--- config.mk ---
export PLATFORM = sky130hd
export DESIGN_NAME = rv_core
export DESIGN_NICKNAME = d
export VERILOG_FILES = /design/src/hdl/rv_pkg.sv /design/src/hdl/rv_fetch.sv /design/src/hdl/rv_regfile.sv /design/src/hdl/rv_decode.sv /design/src/hdl/rv_execute.sv /design/src/hdl/rv_memory.sv /design/src/hdl/rv_core.sv
export VERILOG_INCLUDE_DIRS = /design/src /design/src/hdl
export SDC_FILE = /design/constraint.sdc
export NUM_CORES = 2
export LEC_CHECK = 0
export BUFFER_PORTS_ARGS = -buffer_cell sky130_fd_sc_hd__buf_2
export CAP_MARGIN = 15
export CORE_ASPECT_RATIO = 1.25
export CORE_MARGIN = 4
export CORE_UTILIZATION = 35
export CTS_CLUSTER_SIZE = 16
export DETAILED_ROUTE_END_ITERATION = 8
export PLACE_DENSITY_LB_ADDON = 0.15
export SYNTH_ARGS = -nofsm -noshare
export SYNTH_HDL_FRONTEND = slang
export SYNTH_SLANG_ARGS = --single-unit
export TNS_END_PERCENT = 100
--- constraint.sdc ---
create_clock -name clk -period 6.4 [get_ports clk]
set_input_delay 1.28 -clock clk [delete_from_list [all_inputs] [get_ports clk]]
set_output_delay 1.28 -clock clk [all_outputs]
set_load 0.005 [all_outputs]
--- src/hdl/rv_cfg.svh ---
`ifndef RV_CFG_SVH
`define RV_CFG_SVH

// Data and address width
`define RV_XLEN 32

// Architectural registers
`define RV_REG_COUNT 32

// Fetch address after reset
`define RV_RESET_PC 32'h0000_0000

// Sequential fetch increment
`define RV_PC_STEP 32'd4

`endif

--- src/hdl/rv_pkg.sv ---
`include "rv_cfg.svh"

package rv_pkg;

	typedef logic [`RV_XLEN-1:0] word_t;
	typedef logic [4:0] reg_idx_t;

	// Branch and memory offsets, sign-extended in execute
	localparam int OFFSET_W = 13;
	typedef logic [OFFSET_W-1:0] offset_t;

	typedef enum logic [4:0] {
		EXE_ADD   = 5'b00000,
		EXE_SUB   = 5'b00001,
		EXE_SLT   = 5'b00010,
		EXE_SLTU  = 5'b00011,
		EXE_AND   = 5'b00100,
		EXE_OR    = 5'b00101,
		EXE_XOR   = 5'b00110,
		EXE_SLL   = 5'b00111,
		EXE_SRL   = 5'b01000,
		EXE_SRA   = 5'b01001,
		EXE_LUI   = 5'b01010,
		EXE_JUMP  = 5'b01011,
		EXE_BEQ   = 5'b01100,
		EXE_BNE   = 5'b01101,
		EXE_BLT   = 5'b01110,
		EXE_BLTU  = 5'b01111,
		EXE_LOAD  = 5'b10000,
		EXE_STORE = 5'b10001,
		EXE_NOP   = 5'b10011
	} exe_op_t;

	typedef enum logic [2:0] {
		MEM_FORWARD = 3'b000,
		MEM_JUMP    = 3'b001,
		MEM_LOAD    = 3'b010,
		MEM_STORE   = 3'b011,
		MEM_NOP     = 3'b101
	} mem_op_t;

	typedef enum logic [1:0] {
		WB_WRITE = 2'b00,
		WB_JUMP  = 2'b01,
		WB_NOP   = 2'b11
	} wb_op_t;

	typedef struct packed {
		exe_op_t  op;
		reg_idx_t rd;
		word_t    pc;
		word_t    op1;
		word_t    op2;
		reg_idx_t rs1;
		reg_idx_t rs2;
		offset_t  offset;
		// Swapped BGE/BGEU, taken when op1 <= op2
		logic     or_equal;
	} id_exe_t;

	typedef struct packed {
		mem_op_t  op;
		reg_idx_t rd;
		word_t    target;
		word_t    result;
	} exe_mem_t;

	typedef struct packed {
		wb_op_t   op;
		reg_idx_t rd;
		word_t    result;
		word_t    target;
	} mem_wb_t;

	typedef struct packed {
		logic     en;
		reg_idx_t rd;
		word_t    data;
	} reg_write_t;

	typedef struct packed {
		logic  valid;
		word_t target;
	} redirect_t;

endpackage

--- src/hdl/rv_fetch.sv ---
`timescale 1ns/10ps
`include "rv_cfg.svh"

module rv_fetch (
	input  logic              clk,
	input  logic              reset,
	input  rv_pkg::redirect_t redirect,
	output rv_pkg::word_t     imem_addr,
	input  rv_pkg::word_t     imem_data,
	output logic              id_valid,
	output rv_pkg::word_t     id_inst,
	output rv_pkg::word_t     id_pc
);
	import rv_pkg::*;

	word_t pc;

	assign imem_addr = pc;

	always_ff @(posedge clk) begin
		if (reset) begin
			pc <= `RV_RESET_PC;
		end else if (redirect.valid) begin
			pc <= redirect.target;
		end else begin
			pc <= pc + `RV_PC_STEP;
		end
	end

	// IF/ID register
	always_ff @(posedge clk) begin
		id_inst <= imem_data;
		id_pc <= pc;
		// The word fetched during a redirect is on the wrong path
		if (reset || redirect.valid) begin
			id_valid <= 1'b0;
		end else begin
			id_valid <= 1'b1;
		end
	end

endmodule

--- src/hdl/rv_regfile.sv ---
`timescale 1ns/10ps
`include "rv_cfg.svh"

module rv_regfile (
	input  logic               clk,
	input  logic               reset,
	input  rv_pkg::reg_idx_t   rs1_idx,
	input  rv_pkg::reg_idx_t   rs2_idx,
	output rv_pkg::word_t      rs1_val,
	output rv_pkg::word_t      rs2_val,
	input  rv_pkg::reg_write_t wb_write
);
	import rv_pkg::*;

	word_t regs [`RV_REG_COUNT];

	always_ff @(posedge clk) begin
		if (reset) begin
			for (int i = 0; i < `RV_REG_COUNT; i++) begin
				regs[i] <= '0;
			end
		end else if (wb_write.en) begin
			regs[wb_write.rd] <= wb_write.data;
		end
	end

	// x0 always reads zero, even after a write to it
	// Same-cycle write-back is bypassed to the read ports
	assign rs1_val = (rs1_idx == '0) ? '0 :
		(wb_write.en && wb_write.rd == rs1_idx) ? wb_write.data :
		regs[rs1_idx];

	assign rs2_val = (rs2_idx == '0) ? '0 :
		(wb_write.en && wb_write.rd == rs2_idx) ? wb_write.data :
		regs[rs2_idx];

endmodule

--- src/hdl/rv_decode.sv ---
`timescale 1ns/10ps
`include "rv_cfg.svh"

module rv_decode (
	input  logic              clk,
	input  logic              reset,
	input  logic              id_valid,
	input  rv_pkg::word_t     id_inst,
	input  rv_pkg::word_t     id_pc,
	input  rv_pkg::redirect_t redirect,
	output rv_pkg::reg_idx_t  rs1_idx,
	output rv_pkg::reg_idx_t  rs2_idx,
	input  rv_pkg::word_t     rs1_val,
	input  rv_pkg::word_t     rs2_val,
	output rv_pkg::id_exe_t   id_exe
);
	import rv_pkg::*;

	// Major opcodes, instruction bits 6:2
	localparam logic [4:0] OPC_OP_IMM = 5'b00100;
	localparam logic [4:0] OPC_LUI    = 5'b01101;
	localparam logic [4:0] OPC_AUIPC  = 5'b00101;
	localparam logic [4:0] OPC_OP     = 5'b01100;
	localparam logic [4:0] OPC_JAL    = 5'b11011;
	localparam logic [4:0] OPC_JALR   = 5'b11001;
	localparam logic [4:0] OPC_BRANCH = 5'b11000;
	localparam logic [4:0] OPC_LOAD   = 5'b00000;
	localparam logic [4:0] OPC_STORE  = 5'b01000;

	logic [4:0] opcode;
	logic [2:0] funct3;
	logic [6:0] funct7;
	reg_idx_t   rd;
	word_t      imm_i;
	word_t      imm_s;
	word_t      imm_b;
	word_t      imm_u;
	word_t      imm_j;
	exe_op_t    alu_op_i;
	exe_op_t    alu_op_r;
	id_exe_t    id_exe_next;

	function automatic exe_op_t alu_op_of(
		input logic [2:0] f3,
		input logic [6:0] f7,
		input logic       reg_form
	);
		logic f7_zero;
		logic f7_alt;
		logic plain;
		exe_op_t op;
		f7_zero = (f7 == 7'b0000000);
		f7_alt = (f7 == 7'b0100000);
		// funct7 is part of the immediate except for shifts
		plain = !reg_form || f7_zero;
		case (f3)
			3'b000: op = plain ? EXE_ADD : (f7_alt ? EXE_SUB : EXE_NOP);
			3'b001: op = f7_zero ? EXE_SLL : EXE_NOP;
			3'b010: op = plain ? EXE_SLT : EXE_NOP;
			3'b011: op = plain ? EXE_SLTU : EXE_NOP;
			3'b100: op = plain ? EXE_XOR : EXE_NOP;
			3'b101: op = f7_zero ? EXE_SRL : (f7_alt ? EXE_SRA : EXE_NOP);
			3'b110: op = plain ? EXE_OR : EXE_NOP;
			default: op = plain ? EXE_AND : EXE_NOP;
		endcase
		return op;
	endfunction

	assign opcode = id_inst[6:2];
	assign funct3 = id_inst[14:12];
	assign funct7 = id_inst[31:25];
	assign rd = id_inst[11:7];
	assign rs1_idx = id_inst[19:15];
	assign rs2_idx = id_inst[24:20];

	assign imm_i = {{(`RV_XLEN-12){id_inst[31]}}, id_inst[31:20]};
	assign imm_s = {{(`RV_XLEN-12){id_inst[31]}}, id_inst[31:25], id_inst[11:7]};
	assign imm_b = {{(`RV_XLEN-13){id_inst[31]}}, id_inst[31], id_inst[7],
		id_inst[30:25], id_inst[11:8], 1'b0};
	assign imm_u = {id_inst[31:12], 12'b0};
	assign imm_j = {{(`RV_XLEN-21){id_inst[31]}}, id_inst[31], id_inst[19:12],
		id_inst[20], id_inst[30:21], 1'b0};

	assign alu_op_i = alu_op_of(funct3, funct7, 1'b0);
	assign alu_op_r = alu_op_of(funct3, funct7, 1'b1);

	always_comb begin
		id_exe_next = '0;
		id_exe_next.op = EXE_NOP;
		id_exe_next.rd = rd;
		id_exe_next.pc = id_pc;
		id_exe_next.op1 = rs1_val;
		id_exe_next.op2 = rs2_val;
		id_exe_next.rs1 = rs1_idx;
		id_exe_next.rs2 = rs2_idx;
		if (id_valid && id_inst[1:0] == 2'b11) begin
			case (opcode)
				OPC_OP_IMM: begin
					id_exe_next.op2 = imm_i;
					id_exe_next.rs2 = '0;
					// addi x0, x0, 0 is the canonical NOP
					if (!(alu_op_i == EXE_ADD && rd == '0 && rs1_idx == '0 && imm_i == '0)) begin
						id_exe_next.op = alu_op_i;
					end
				end
				OPC_OP: begin
					id_exe_next.op = alu_op_r;
				end
				OPC_LUI: begin
					id_exe_next.op = EXE_LUI;
					id_exe_next.op1 = imm_u;
					id_exe_next.rs1 = '0;
					id_exe_next.rs2 = '0;
				end
				OPC_AUIPC: begin
					id_exe_next.op = EXE_ADD;
					id_exe_next.op1 = imm_u;
					id_exe_next.op2 = id_pc;
					id_exe_next.rs1 = '0;
					id_exe_next.rs2 = '0;
				end
				OPC_JAL: begin
					id_exe_next.op = EXE_JUMP;
					id_exe_next.op1 = id_pc;
					id_exe_next.op2 = imm_j;
					id_exe_next.rs1 = '0;
					id_exe_next.rs2 = '0;
				end
				OPC_JALR: begin
					if (funct3 == 3'b000) begin
						id_exe_next.op = EXE_JUMP;
					end
					id_exe_next.op2 = imm_i;
					id_exe_next.rs2 = '0;
				end
				OPC_BRANCH: begin
					// Branches retire through the jump path, link goes to x0
					id_exe_next.rd = '0;
					id_exe_next.offset = imm_b[OFFSET_W-1:0];
					case (funct3)
						3'b000: id_exe_next.op = EXE_BEQ;
						3'b001: id_exe_next.op = EXE_BNE;
						3'b100, 3'b101, 3'b110, 3'b111: begin
							id_exe_next.op = funct3[1] ? EXE_BLTU : EXE_BLT;
							// BGE and BGEU compare rs2 <= rs1
							if (funct3[0]) begin
								id_exe_next.op1 = rs2_val;
								id_exe_next.op2 = rs1_val;
								id_exe_next.rs1 = rs2_idx;
								id_exe_next.rs2 = rs1_idx;
								id_exe_next.or_equal = 1'b1;
							end
						end
						default: id_exe_next.op = EXE_NOP;
					endcase
				end
				OPC_LOAD: begin
					if (funct3 == 3'b010) begin
						id_exe_next.op = EXE_LOAD;
					end
					id_exe_next.rs2 = '0;
					id_exe_next.offset = imm_i[OFFSET_W-1:0];
				end
				OPC_STORE: begin
					if (funct3 == 3'b010) begin
						id_exe_next.op = EXE_STORE;
					end
					id_exe_next.rd = '0;
					id_exe_next.offset = imm_s[OFFSET_W-1:0];
				end
				default: id_exe_next.op = EXE_NOP;
			endcase
		end
	end

	// ID/EX register
	always_ff @(posedge clk) begin
		id_exe <= id_exe_next;
		if (reset || redirect.valid) begin
			id_exe.op <= EXE_NOP;
		end
	end

endmodule

--- src/hdl/rv_execute.sv ---
`timescale 1ns/10ps
`include "rv_cfg.svh"

module rv_execute (
	input  logic               clk,
	input  logic               reset,
	input  rv_pkg::id_exe_t    id_exe,
	input  rv_pkg::redirect_t  redirect,
	input  rv_pkg::reg_write_t mem_fwd,
	input  rv_pkg::reg_write_t wb_write,
	output rv_pkg::exe_mem_t   exe_mem
);
	import rv_pkg::*;

	localparam int SHAMT_W = $clog2(`RV_XLEN);

	word_t    op1;
	word_t    op2;
	word_t    offset_ext;
	word_t    sum;
	word_t    link;
	word_t    alu_res;
	logic     lt;
	logic     ltu;
	logic     eq;
	logic     taken;
	exe_mem_t exe_mem_next;

	// MEM is younger than WB, so its value wins
	function automatic word_t forward(
		input reg_idx_t   idx,
		input word_t      value,
		input reg_write_t mem_w,
		input reg_write_t wb_w
	);
		word_t res;
		res = value;
		if (idx != '0) begin
			if (mem_w.en && mem_w.rd == idx) begin
				res = mem_w.data;
			end else if (wb_w.en && wb_w.rd == idx) begin
				res = wb_w.data;
			end
		end
		return res;
	endfunction

	assign op1 = forward(id_exe.rs1, id_exe.op1, mem_fwd, wb_write);
	assign op2 = forward(id_exe.rs2, id_exe.op2, mem_fwd, wb_write);

	assign offset_ext = {{(`RV_XLEN-OFFSET_W){id_exe.offset[OFFSET_W-1]}}, id_exe.offset};
	assign sum = op1 + op2;
	assign link = id_exe.pc + `RV_PC_STEP;

	assign lt = $signed(op1) < $signed(op2);
	assign ltu = op1 < op2;
	assign eq = op1 == op2;

	always_comb begin
		case (id_exe.op)
			EXE_SUB:  alu_res = op1 - op2;
			EXE_SLT:  alu_res = word_t'(lt);
			EXE_SLTU: alu_res = word_t'(ltu);
			EXE_AND:  alu_res = op1 & op2;
			EXE_OR:   alu_res = op1 | op2;
			EXE_XOR:  alu_res = op1 ^ op2;
			EXE_SLL:  alu_res = op1 << op2[SHAMT_W-1:0];
			EXE_SRL:  alu_res = op1 >> op2[SHAMT_W-1:0];
			EXE_SRA:  alu_res = word_t'($signed(op1) >>> op2[SHAMT_W-1:0]);
			EXE_LUI:  alu_res = op1;
			default:  alu_res = sum;
		endcase
	end

	always_comb begin
		case (id_exe.op)
			EXE_BEQ:  taken = eq;
			EXE_BNE:  taken = !eq;
			EXE_BLT:  taken = lt || (id_exe.or_equal && eq);
			EXE_BLTU: taken = ltu || (id_exe.or_equal && eq);
			default:  taken = 1'b0;
		endcase
	end

	always_comb begin
		exe_mem_next.op = MEM_FORWARD;
		exe_mem_next.rd = id_exe.rd;
		exe_mem_next.target = op1 + offset_ext;
		exe_mem_next.result = alu_res;
		case (id_exe.op)
			EXE_JUMP: begin
				exe_mem_next.op = MEM_JUMP;
				exe_mem_next.target = {sum[`RV_XLEN-1:1], 1'b0};
				exe_mem_next.result = link;
			end
			EXE_BEQ, EXE_BNE, EXE_BLT, EXE_BLTU: begin
				// Not taken means nothing left to do
				exe_mem_next.op = taken ? MEM_JUMP : MEM_NOP;
				exe_mem_next.target = id_exe.pc + offset_ext;
				exe_mem_next.result = link;
			end
			EXE_LOAD: exe_mem_next.op = MEM_LOAD;
			EXE_STORE: begin
				exe_mem_next.op = MEM_STORE;
				exe_mem_next.result = op2;
			end
			EXE_NOP: exe_mem_next.op = MEM_NOP;
			default: exe_mem_next.op = MEM_FORWARD;
		endcase
	end

	// EX/MEM register
	always_ff @(posedge clk) begin
		exe_mem <= exe_mem_next;
		if (reset || redirect.valid) begin
			exe_mem.op <= MEM_NOP;
		end
	end

endmodule

--- src/hdl/rv_memory.sv ---
`timescale 1ns/10ps

module rv_memory (
	input  logic               clk,
	input  logic               reset,
	input  rv_pkg::exe_mem_t   exe_mem,
	output rv_pkg::word_t      dmem_addr,
	output logic               dmem_we,
	output rv_pkg::word_t      dmem_wdata,
	input  rv_pkg::word_t      dmem_rdata,
	output rv_pkg::reg_write_t mem_fwd,
	output rv_pkg::reg_write_t wb_write,
	output rv_pkg::redirect_t  redirect
);
	import rv_pkg::*;

	mem_wb_t mem_wb;

	assign dmem_addr = exe_mem.target;
	assign dmem_wdata = exe_mem.result;
	// No store from the wrong path while WB redirects
	assign dmem_we = (exe_mem.op == MEM_STORE) && !redirect.valid;

	// Value this stage will write back, visible to execute
	always_comb begin
		mem_fwd.en = (exe_mem.op == MEM_FORWARD) || (exe_mem.op == MEM_LOAD);
		mem_fwd.rd = exe_mem.rd;
		mem_fwd.data = (exe_mem.op == MEM_LOAD) ? dmem_rdata : exe_mem.result;
	end

	// MEM/WB register
	always_ff @(posedge clk) begin
		mem_wb.rd <= exe_mem.rd;
		// For a jump this carries the link value
		mem_wb.result <= mem_fwd.data;
		mem_wb.target <= exe_mem.target;
		if (reset || redirect.valid) begin
			mem_wb.op <= WB_NOP;
		end else begin
			case (exe_mem.op)
				MEM_FORWARD, MEM_LOAD: mem_wb.op <= WB_WRITE;
				MEM_JUMP: mem_wb.op <= WB_JUMP;
				default: mem_wb.op <= WB_NOP;
			endcase
		end
	end

	// Jumps write the link and redirect in the same cycle
	always_comb begin
		wb_write.en = (mem_wb.op == WB_WRITE) || (mem_wb.op == WB_JUMP);
		wb_write.rd = mem_wb.rd;
		wb_write.data = mem_wb.result;
		redirect.valid = (mem_wb.op == WB_JUMP);
		redirect.target = mem_wb.target;
	end

endmodule

--- src/hdl/rv_core.sv ---
`timescale 1ns/10ps

module rv_core (
	input  logic          clk,
	input  logic          reset,
	output rv_pkg::word_t imem_addr,
	input  rv_pkg::word_t imem_data,
	output rv_pkg::word_t dmem_addr,
	output logic          dmem_we,
	output rv_pkg::word_t dmem_wdata,
	input  rv_pkg::word_t dmem_rdata
);
	import rv_pkg::*;

	logic       id_valid;
	word_t      id_inst;
	word_t      id_pc;
	reg_idx_t   rs1_idx;
	reg_idx_t   rs2_idx;
	word_t      rs1_val;
	word_t      rs2_val;
	id_exe_t    id_exe;
	exe_mem_t   exe_mem;
	reg_write_t mem_fwd;
	reg_write_t wb_write;
	redirect_t  redirect;

	rv_fetch u_fetch (
		.clk       (clk),
		.reset     (reset),
		.redirect  (redirect),
		.imem_addr (imem_addr),
		.imem_data (imem_data),
		.id_valid  (id_valid),
		.id_inst   (id_inst),
		.id_pc     (id_pc)
	);

	rv_regfile u_regfile (
		.clk      (clk),
		.reset    (reset),
		.rs1_idx  (rs1_idx),
		.rs2_idx  (rs2_idx),
		.rs1_val  (rs1_val),
		.rs2_val  (rs2_val),
		.wb_write (wb_write)
	);

	rv_decode u_decode (
		.clk      (clk),
		.reset    (reset),
		.id_valid (id_valid),
		.id_inst  (id_inst),
		.id_pc    (id_pc),
		.redirect (redirect),
		.rs1_idx  (rs1_idx),
		.rs2_idx  (rs2_idx),
		.rs1_val  (rs1_val),
		.rs2_val  (rs2_val),
		.id_exe   (id_exe)
	);

	rv_execute u_execute (
		.clk      (clk),
		.reset    (reset),
		.id_exe   (id_exe),
		.redirect (redirect),
		.mem_fwd  (mem_fwd),
		.wb_write (wb_write),
		.exe_mem  (exe_mem)
	);

	rv_memory u_memory (
		.clk        (clk),
		.reset      (reset),
		.exe_mem    (exe_mem),
		.dmem_addr  (dmem_addr),
		.dmem_we    (dmem_we),
		.dmem_wdata (dmem_wdata),
		.dmem_rdata (dmem_rdata),
		.mem_fwd    (mem_fwd),
		.wb_write   (wb_write),
		.redirect   (redirect)
	);

endmodule

Word-level counts from Yosys, hierarchy flattened
Memories as Yosys holds them, arrays and structs flattened. A register that Yosys moved wholly into a read port is not among the register bits.
Index checks and enable logic that the tools add are counted.
{"block": "op_classes", "add_sub_neg": 6, "order_cmp": 2, "n_eq_ne": 46, "shift": 3, "n_mux": 60, "bitwise_logic": 4, "reduce_logical": 43}
{"cell": "32-bit two-way mux", "count": 13}
{"cell": "32-bit case mux with 10 select lines", "count": 1}
{"cell": "74-bit two-way mux", "count": 2}
{"cell": "32-bit case mux with 2 select lines", "count": 2}
{"cell": "32-bit case mux with 4 select lines", "count": 1}
{"cell": "32-bit adder", "count": 3}
{"cell": "32-bit case mux with 3 select lines", "count": 1}
{"cell": "88-bit two-way mux", "count": 1}
{"cell": "5-bit two-way mux", "count": 15}
{"cell": "5-bit case mux with 7 select lines", "count": 2}
{"cell": "32-bit by 3-bit adder with 32-bit output (second input constant)", "count": 2}
{"cell": "32-bit < comparator", "count": 2}
{"cell": "5-bit by 4-bit == test with 1-bit output (second input constant)", "count": 11}
{"cell": "5-bit case mux with 9 select lines", "count": 1}
{"cell": "13-bit case mux with 3 select lines", "count": 1}
{"cell": "32-bit AND", "count": 1}
{"cell": "32-bit == test", "count": 1}
{"cell": "32-bit logical NOT", "count": 1}
{"cell": "32-bit bitwise OR", "count": 1}
{"cell": "32-bit OR reduction", "count": 1}
{"cell": "32-bit by 5-bit << shifter with 32-bit output", "count": 1}
{"cell": "32-bit by 5-bit >> shifter with 32-bit output", "count": 1}
{"cell": "32-bit by 5-bit >>> shifter with 32-bit output", "count": 1}
{"cell": "32-bit subtractor", "count": 1}
{"cell": "other kinds (35)", "count": 97}
{"block": "word_totals", "reg_bits": 370, "ram_bits": 1024, "inputBits": 66, "out_inout_bits": 97, "memories": 1}
{"memory": "u_regfile.regs", "depth": 32, "word_bits": 32, "rd": 2, "rd_clocked_by_memory_dff": 2, "wr": 32, "line_no": "rv_regfile.sv:15", "text": "word_t regs [`RV_REG_COUNT];"}

Depth between registers and ports, before layout
{"block": "logic_depth", "word_depth": 12, "depth_mapped": 24, "ltp_nobuf": 20}

Cells and area by module
From an unflattened synthesis, not the netlist that was laid out.
{"block": "unflattened", "hier_cells": 7027, "hier_area_um2": 81416.8}
{"mod": "rv_regfile", "n_inst": 1, "cells_per_inst": 3833, "area_per_inst_um2": 55254.2, "seq_area_each_um2": 30749.5}
{"mod": "rv_execute", "n_inst": 1, "cells_per_inst": 2189, "area_per_inst_um2": 15169.5, "seq_area_each_um2": 1441.4}
{"mod": "rv_decode", "n_inst": 1, "cells_per_inst": 468, "area_per_inst_um2": 5034.8, "seq_area_each_um2": 2602.5}
{"mod": "rv_fetch", "n_inst": 1, "cells_per_inst": 285, "area_per_inst_um2": 3047.9, "seq_area_each_um2": 1941.9}
{"mod": "rv_memory", "n_inst": 1, "cells_per_inst": 252, "area_per_inst_um2": 2910.3, "seq_area_each_um2": 1421.4}

Worst setup path before layout
Ideal clock, no wire load.
{"block": "synth_timing", "path_type": "input -> register", "start": "input dmem_rdata[2]", "end": "register, netlist name u_execute.exe_mem[22]", "t_arrival_ns": 5.942, "setup_slack_ns": 0.336, "path_stages": 20, "path_buffers": 5, "path_cell_list": "mux2_2 and2_1 a221oi_4 buf_4 buf_4 buf_2 buf_1 ha_1 clkbuf_1 nor2b_1 o2111ai_1 a311oi_1 o211a_1 a221oi_1 or3_1 a21oi_1 a2111oi_0 o221ai_1 or4_1 a221o_1"}
{"element": "from (decl)", "line_no": "rv_core.sv:11", "text": "input rv_pkg::word_t dmem_rdata"}

==> implementation parameters <==
Parameter                              Value

Status
  Status ... completed

Timing
  Normalized max-slew margin ... a little over an eighth
  Final-report max-slew violation count ... 0
  Number of endpoints failing setup at the final stage ... 0
  Achievable Freq ... ~0.16 GHz
  Final sum of negative setup slack ... 0 ns
  Clock Skew ... around 0.058 ns
  Number of endpoints with negative hold slack in the final report ... 0
  Fin Hold WS ... about 0.33 ns
  Min Clock Period, post-route ... around 6.1 ns
  Transition time at the pin with the least slew margin ... 1.267 ns
  Final Cycle Share ... 95.62%
  Unrepaired setup endpoints after global routing ... no

Clock tree
  Clock tree from TritonCTS ... done
  Htree depth ... 4
  Insertion delay of the later-clocked pin in the worst-skew pair ... 0.84 ns
  Number of instances resized during post-cts repair ... 0
  Clk Tree Root Cell ... sky130_fd_sc_hd__clkbuf_16
  Clock-pin slew on the worst setup and hold paths ... 0.06 ns
  Number of sinks on the clock net ... roughly 1400
  Clk buf depth ... 4
  CTS Hold Bufs ... 0
  Buffer count from post-CTS setup fixing ... 0
  Total CTS buffers ... roughly 170

Min path
  Kind of path behind the tightest hold check ... reg2reg
  End of the worst hold path ... u_execute.exe_mem[65]
  Number of cells traversed by the worst hold path ... 0
  HP Start ... u_decode.id_exe[121]

Power
  Internal power consumption ... roughly 18 mW
  Fraction of power consumed by sequential logic ... between 30% and 40%
  Fraction of power consumed by combinational cells ... 27.6%
  Leakage ... 33.56 nW
  Pwr/cell area ... a little over 300 mW/mm^2
  Highest ir drop seen on vdd ... 183.9 uV
  Fraction of power spent switching nets ... 34.98%
  Part of the total power dissipated in the clock network ... 33.8%
  Switching power total ... between 9 and 10 mW

Setup path
  Number of cells on the worst reg-to-reg path ... 17
  Flop-to-flop setup slack ... 0.28 ns
  Critical path arrival ... 6.82 ns
  Required arrival time at the worst endpoint ... 7.10 ns
  Nature of the critical path endpoint ... flip-flop
  Type of the worst setup path ... reg2reg
  Maximum net fanout on the critical path ... 26
  Terminus of the critical flop-to-flop path ... u_execute.exe_mem[13]
  Worst Setup Start Kind ... flip-flop
  Launch point of the worst reg-to-reg path ... u_execute.exe_mem[71]

Logic synthesis
  Top flip-flop cell by instance count after synthesis ... sky130_fd_sc_hd__edfxtp_1
  Count of warnings emitted by yosys ... 0
  Netlist area before placement ... 0.08037 sq mm
  Cell count after synthesis ... ~6600
  Share of synthesized registers carrying an async set or reset ... 0%
  Number of distinct library cells after synthesis ... 86
  Leading post-synthesis cells by cell area ... sky130_fd_sc_hd__edfxtp_1 38%, sky130_fd_sc_hd__mux4_2 18%, sky130_fd_sc_hd__dfxtp_1 9.2%, sky130_fd_sc_hd__and2_1 7.4%, sky130_fd_sc_hd__mux2i_1 2.5%
  Yosys top cell by area ... sky130_fd_sc_hd__edfxtp_1
  Area fraction of the dominant cell type after synthesis ... approximately two fifths
  Number of nets in the synthesized netlist ... between 6000 and 7000
  Avg Inst Size Synth ... around 12 sq um
  Post-synth EDFFs ... about 1000
  Post-synthesis sequential element count ... approximately 1400
  Portion of the post-synthesis area used by sequential elements ... about 47%

Floorplan
  Standard-cell row count ... a little under 200
  Die width ... roughly 440 um
  Floorplan Core Area ... 0.2283 sq mm
  Initial cell density of the core ... between 30% and 40%
  Die Span Y ... between 500 and 600 um
  Die Footprint ... about 0.24 sq mm
  Number of primary I/O pins ... 163

Detailed routing
  Routed Antenna Nets ... 0
  DRC viols ... 0
  Post-detailed-route via-to-cell ratio ... roughly 6
  Routed wire length ... around 370000 um
  Via count ... 59205
  Starting DRT DRC Count ... 5850
  Router iterations before antenna repair ... 8
  Post-DR wirelength/cell ... roughly 38 um

Cells and area
  Share of cells above drive strength 1 ... between 20% and 30%
  Utilization of the core after routing ... between 30% and 40%
  Synthesis-to-finish area growth ... 13.14%
  Non-filler instance count after layout ... a little under 10000
  Summed area of non-filler cells in the final layout ... approximately 0.09 sq mm
  Net count of the finished layout ... 6814

Placement
  HPWL after DPL ... 257500 um
  Post-place instance area ... between 0.08 and 0.09 sq mm
  Number of buffer cells added on primary ports ... roughly 160
  Final weighted congestion in routability-driven placement ... between 1 and 1.5
  # placed instances ... 9514

Global routing
  Wire length of the first global-routing pass ... roughly 500000 um
  Number of antenna violations at the first check in global routing ... 28
  Global-route total usage across every layer ... a little under a third
  Maximum number of pins on one net before global-route repair ... approximately 110
  Global-route congestion overflow total ... 0
  Number of global-route vias before repair ... 60229

Job
  Max_cap viols ... 0
[cell usage in the layout, fill, tap and decap left out, types with 46 or more instances in the layout]
master	count
sky130_fd_sc_hd__buf_2	162
sky130_fd_sc_hd__o22ai_1	72
sky130_fd_sc_hd__o21ai_0	187
sky130_fd_sc_hd__buf_4	355
sky130_fd_sc_hd__mux2i_1	197
sky130_fd_sc_hd__a211oi_1	105
sky130_fd_sc_hd__xor2_1	60
sky130_fd_sc_hd__nor2_1	347
sky130_fd_sc_hd__ha_1	130
sky130_fd_sc_hd__o221ai_1	46
sky130_fd_sc_hd__nor3_1	136
sky130_fd_sc_hd__edfxtp_1	1024
sky130_fd_sc_hd__a22oi_1	89
sky130_fd_sc_hd__dfxtp_1	359
sky130_fd_sc_hd__inv_1	109
sky130_fd_sc_hd__mux4_2	642
sky130_fd_sc_hd__clkbuf_16	172
sky130_fd_sc_hd__a21oi_1	315
sky130_fd_sc_hd__xnor2_1	96
sky130_fd_sc_hd__nand3_1	71
sky130_fd_sc_hd__mux2_2	46
sky130_fd_sc_hd__and2_1	954
sky130_fd_sc_hd__nand2_1	271
sky130_fd_sc_hd__a221oi_1	66
[how the worst max path moves through the flow]
stage                           from                    end  slack [ns]
2_1_floorplan          dmem_rdata[2]  u_execute.exe_mem[22]        0.34
3_3_place_gp           dmem_rdata[6]  u_execute.exe_mem[13]        0.19
3_5_place_dp           dmem_rdata[6]  u_execute.exe_mem[13]        0.17
4_1_cts        u_execute.exe_mem[71]  u_execute.exe_mem[13]        0.22
5_1_grt        u_memory.wb_write[33]  u_execute.exe_mem[30]        0.01
6_report       u_execute.exe_mem[71]  u_execute.exe_mem[13]        0.28
[cells in the mapped netlist, types with 22 or more instances]
master                        n
sky130_fd_sc_hd__xor2_1      60
sky130_fd_sc_hd__nor3_1     136
sky130_fd_sc_hd__inv_1      109
sky130_fd_sc_hd__buf_1      109
sky130_fd_sc_hd__buf_4       70
sky130_fd_sc_hd__o22a_1      40
sky130_fd_sc_hd__mux2i_1    198
sky130_fd_sc_hd__o211ai_1    32
sky130_fd_sc_hd__a31oi_1     30
sky130_fd_sc_hd__mux4_2     642
sky130_fd_sc_hd__a211oi_1   107
sky130_fd_sc_hd__nor2_1     386
sky130_fd_sc_hd__buf_2       23
sky130_fd_sc_hd__a21oi_1    316
sky130_fd_sc_hd__a22oi_1     89
sky130_fd_sc_hd__and2_1     955
sky130_fd_sc_hd__mux2_2      46
sky130_fd_sc_hd__xnor2_1     97
sky130_fd_sc_hd__nand3_1     73
sky130_fd_sc_hd__o221ai_1    47
sky130_fd_sc_hd__o22ai_1     73
sky130_fd_sc_hd__clkbuf_1   499
sky130_fd_sc_hd__and3_1      37
sky130_fd_sc_hd__o21bai_1    22
sky130_fd_sc_hd__dfxtp_1    370
sky130_fd_sc_hd__a221oi_1    66
sky130_fd_sc_hd__nor2b_1     25
sky130_fd_sc_hd__edfxtp_1  1024
sky130_fd_sc_hd__o21ai_0    188
sky130_fd_sc_hd__nand2_1    277
sky130_fd_sc_hd__ha_1       130
sky130_fd_sc_hd__nand2b_1    24
sky130_fd_sc_hd__or2_2       35
sky130_fd_sc_hd__a21o_1      32
[through the flow]
stage	power [mW]	setup slack, ns
floorplan	14.72	0.3359
global placement	18.43	0.1905
detailed placement	18.44	0.1739
CTS	27.86	0.2226
global route	28.70	0.01004
finish	27.91	0.2806
[metal layers]
| metal | routed length, um | global-route usage [%] | vias to the layer above | share of wire (%) |
|---|---|---|---|---|
| met5 | 84 | 0 | - | 0.023 |
| met4 | 30880 | 21.50 | 12 | 8.4 |
| met3 | 22180 | 4.849 | 874 | 6.0 |
| met2 | 183700 | 52.80 | 2663 | 50 |
| met1 | 132100 | 34.16 | 30652 | 36 |
| li1 | - | - | 25004 | - |
[sequential cells by signal, indices dropped and copies added, names as in the netlist]
name               cells
u_decode.id_exe      130
u_execute.exe_mem     72
u_fetch.id_inst       32
u_fetch.id_pc         32
u_fetch.id_valid       1
u_fetch.imem_addr     32
u_memory.mem_wb        2
u_memory.redirect     32
u_memory.wb_write     37
u_regfile.regs      1024
[power groups by stage]
stage                     Clock [mW]  Combinational [mW]  Sequential, mW
after floorplan                    0                4.08            10.6
after global placement             0                7.42            11.0
after detailed placement           0                7.44            11.0
after CTS                       9.59                7.46            10.8
after global routing            9.92                7.93            10.8
final                           9.42                7.69            10.8
[logic make-up after synthesis]
logic type / share of synthesized area [%]
compound gates: 9.901
simple gates: 13.49
flops: 47.47
buf+inv: 4.230
fa+ha+maj: 2.098
mux: 21.10
xor+xnor: 1.711
[critical path: stages, from the launching register on]
cell                       delay, ns
sky130_fd_sc_hd__dfxtp_1        0.36
sky130_fd_sc_hd__nor3b_4        0.58
sky130_fd_sc_hd__buf_12         0.26
sky130_fd_sc_hd__mux2_2         0.45
sky130_fd_sc_hd__o22a_1         0.20
sky130_fd_sc_hd__o22a_1         0.31
sky130_fd_sc_hd__ha_1           0.57
sky130_fd_sc_hd__nor2b_1        0.11
sky130_fd_sc_hd__or4_1          0.46
sky130_fd_sc_hd__o211ai_1       0.46
sky130_fd_sc_hd__nand2_1        0.14
sky130_fd_sc_hd__a31oi_1        0.22
sky130_fd_sc_hd__o21ai_0        0.14
sky130_fd_sc_hd__xnor2_1        0.66
sky130_fd_sc_hd__a21oi_1        0.16
sky130_fd_sc_hd__a221oi_1       0.63
sky130_fd_sc_hd__buf_4          0.22
sky130_fd_sc_hd__a211oi_1       0.04
[final cells by class]
cell class | count | area, sq um
clock inverter | 79 | 737.0
fill | 21568 | 137400
tap | 3069 | 3840
multi-input combinational | 4395 | 39190
timing repair buffer | 543 | 4019
inverter | 115 | 431.7
clock buffer | 207 | 4466
antenna | 21 | 52.55
sequential | 1394 | 38200
Note: power is estimated with default switching activity, not from simulation.
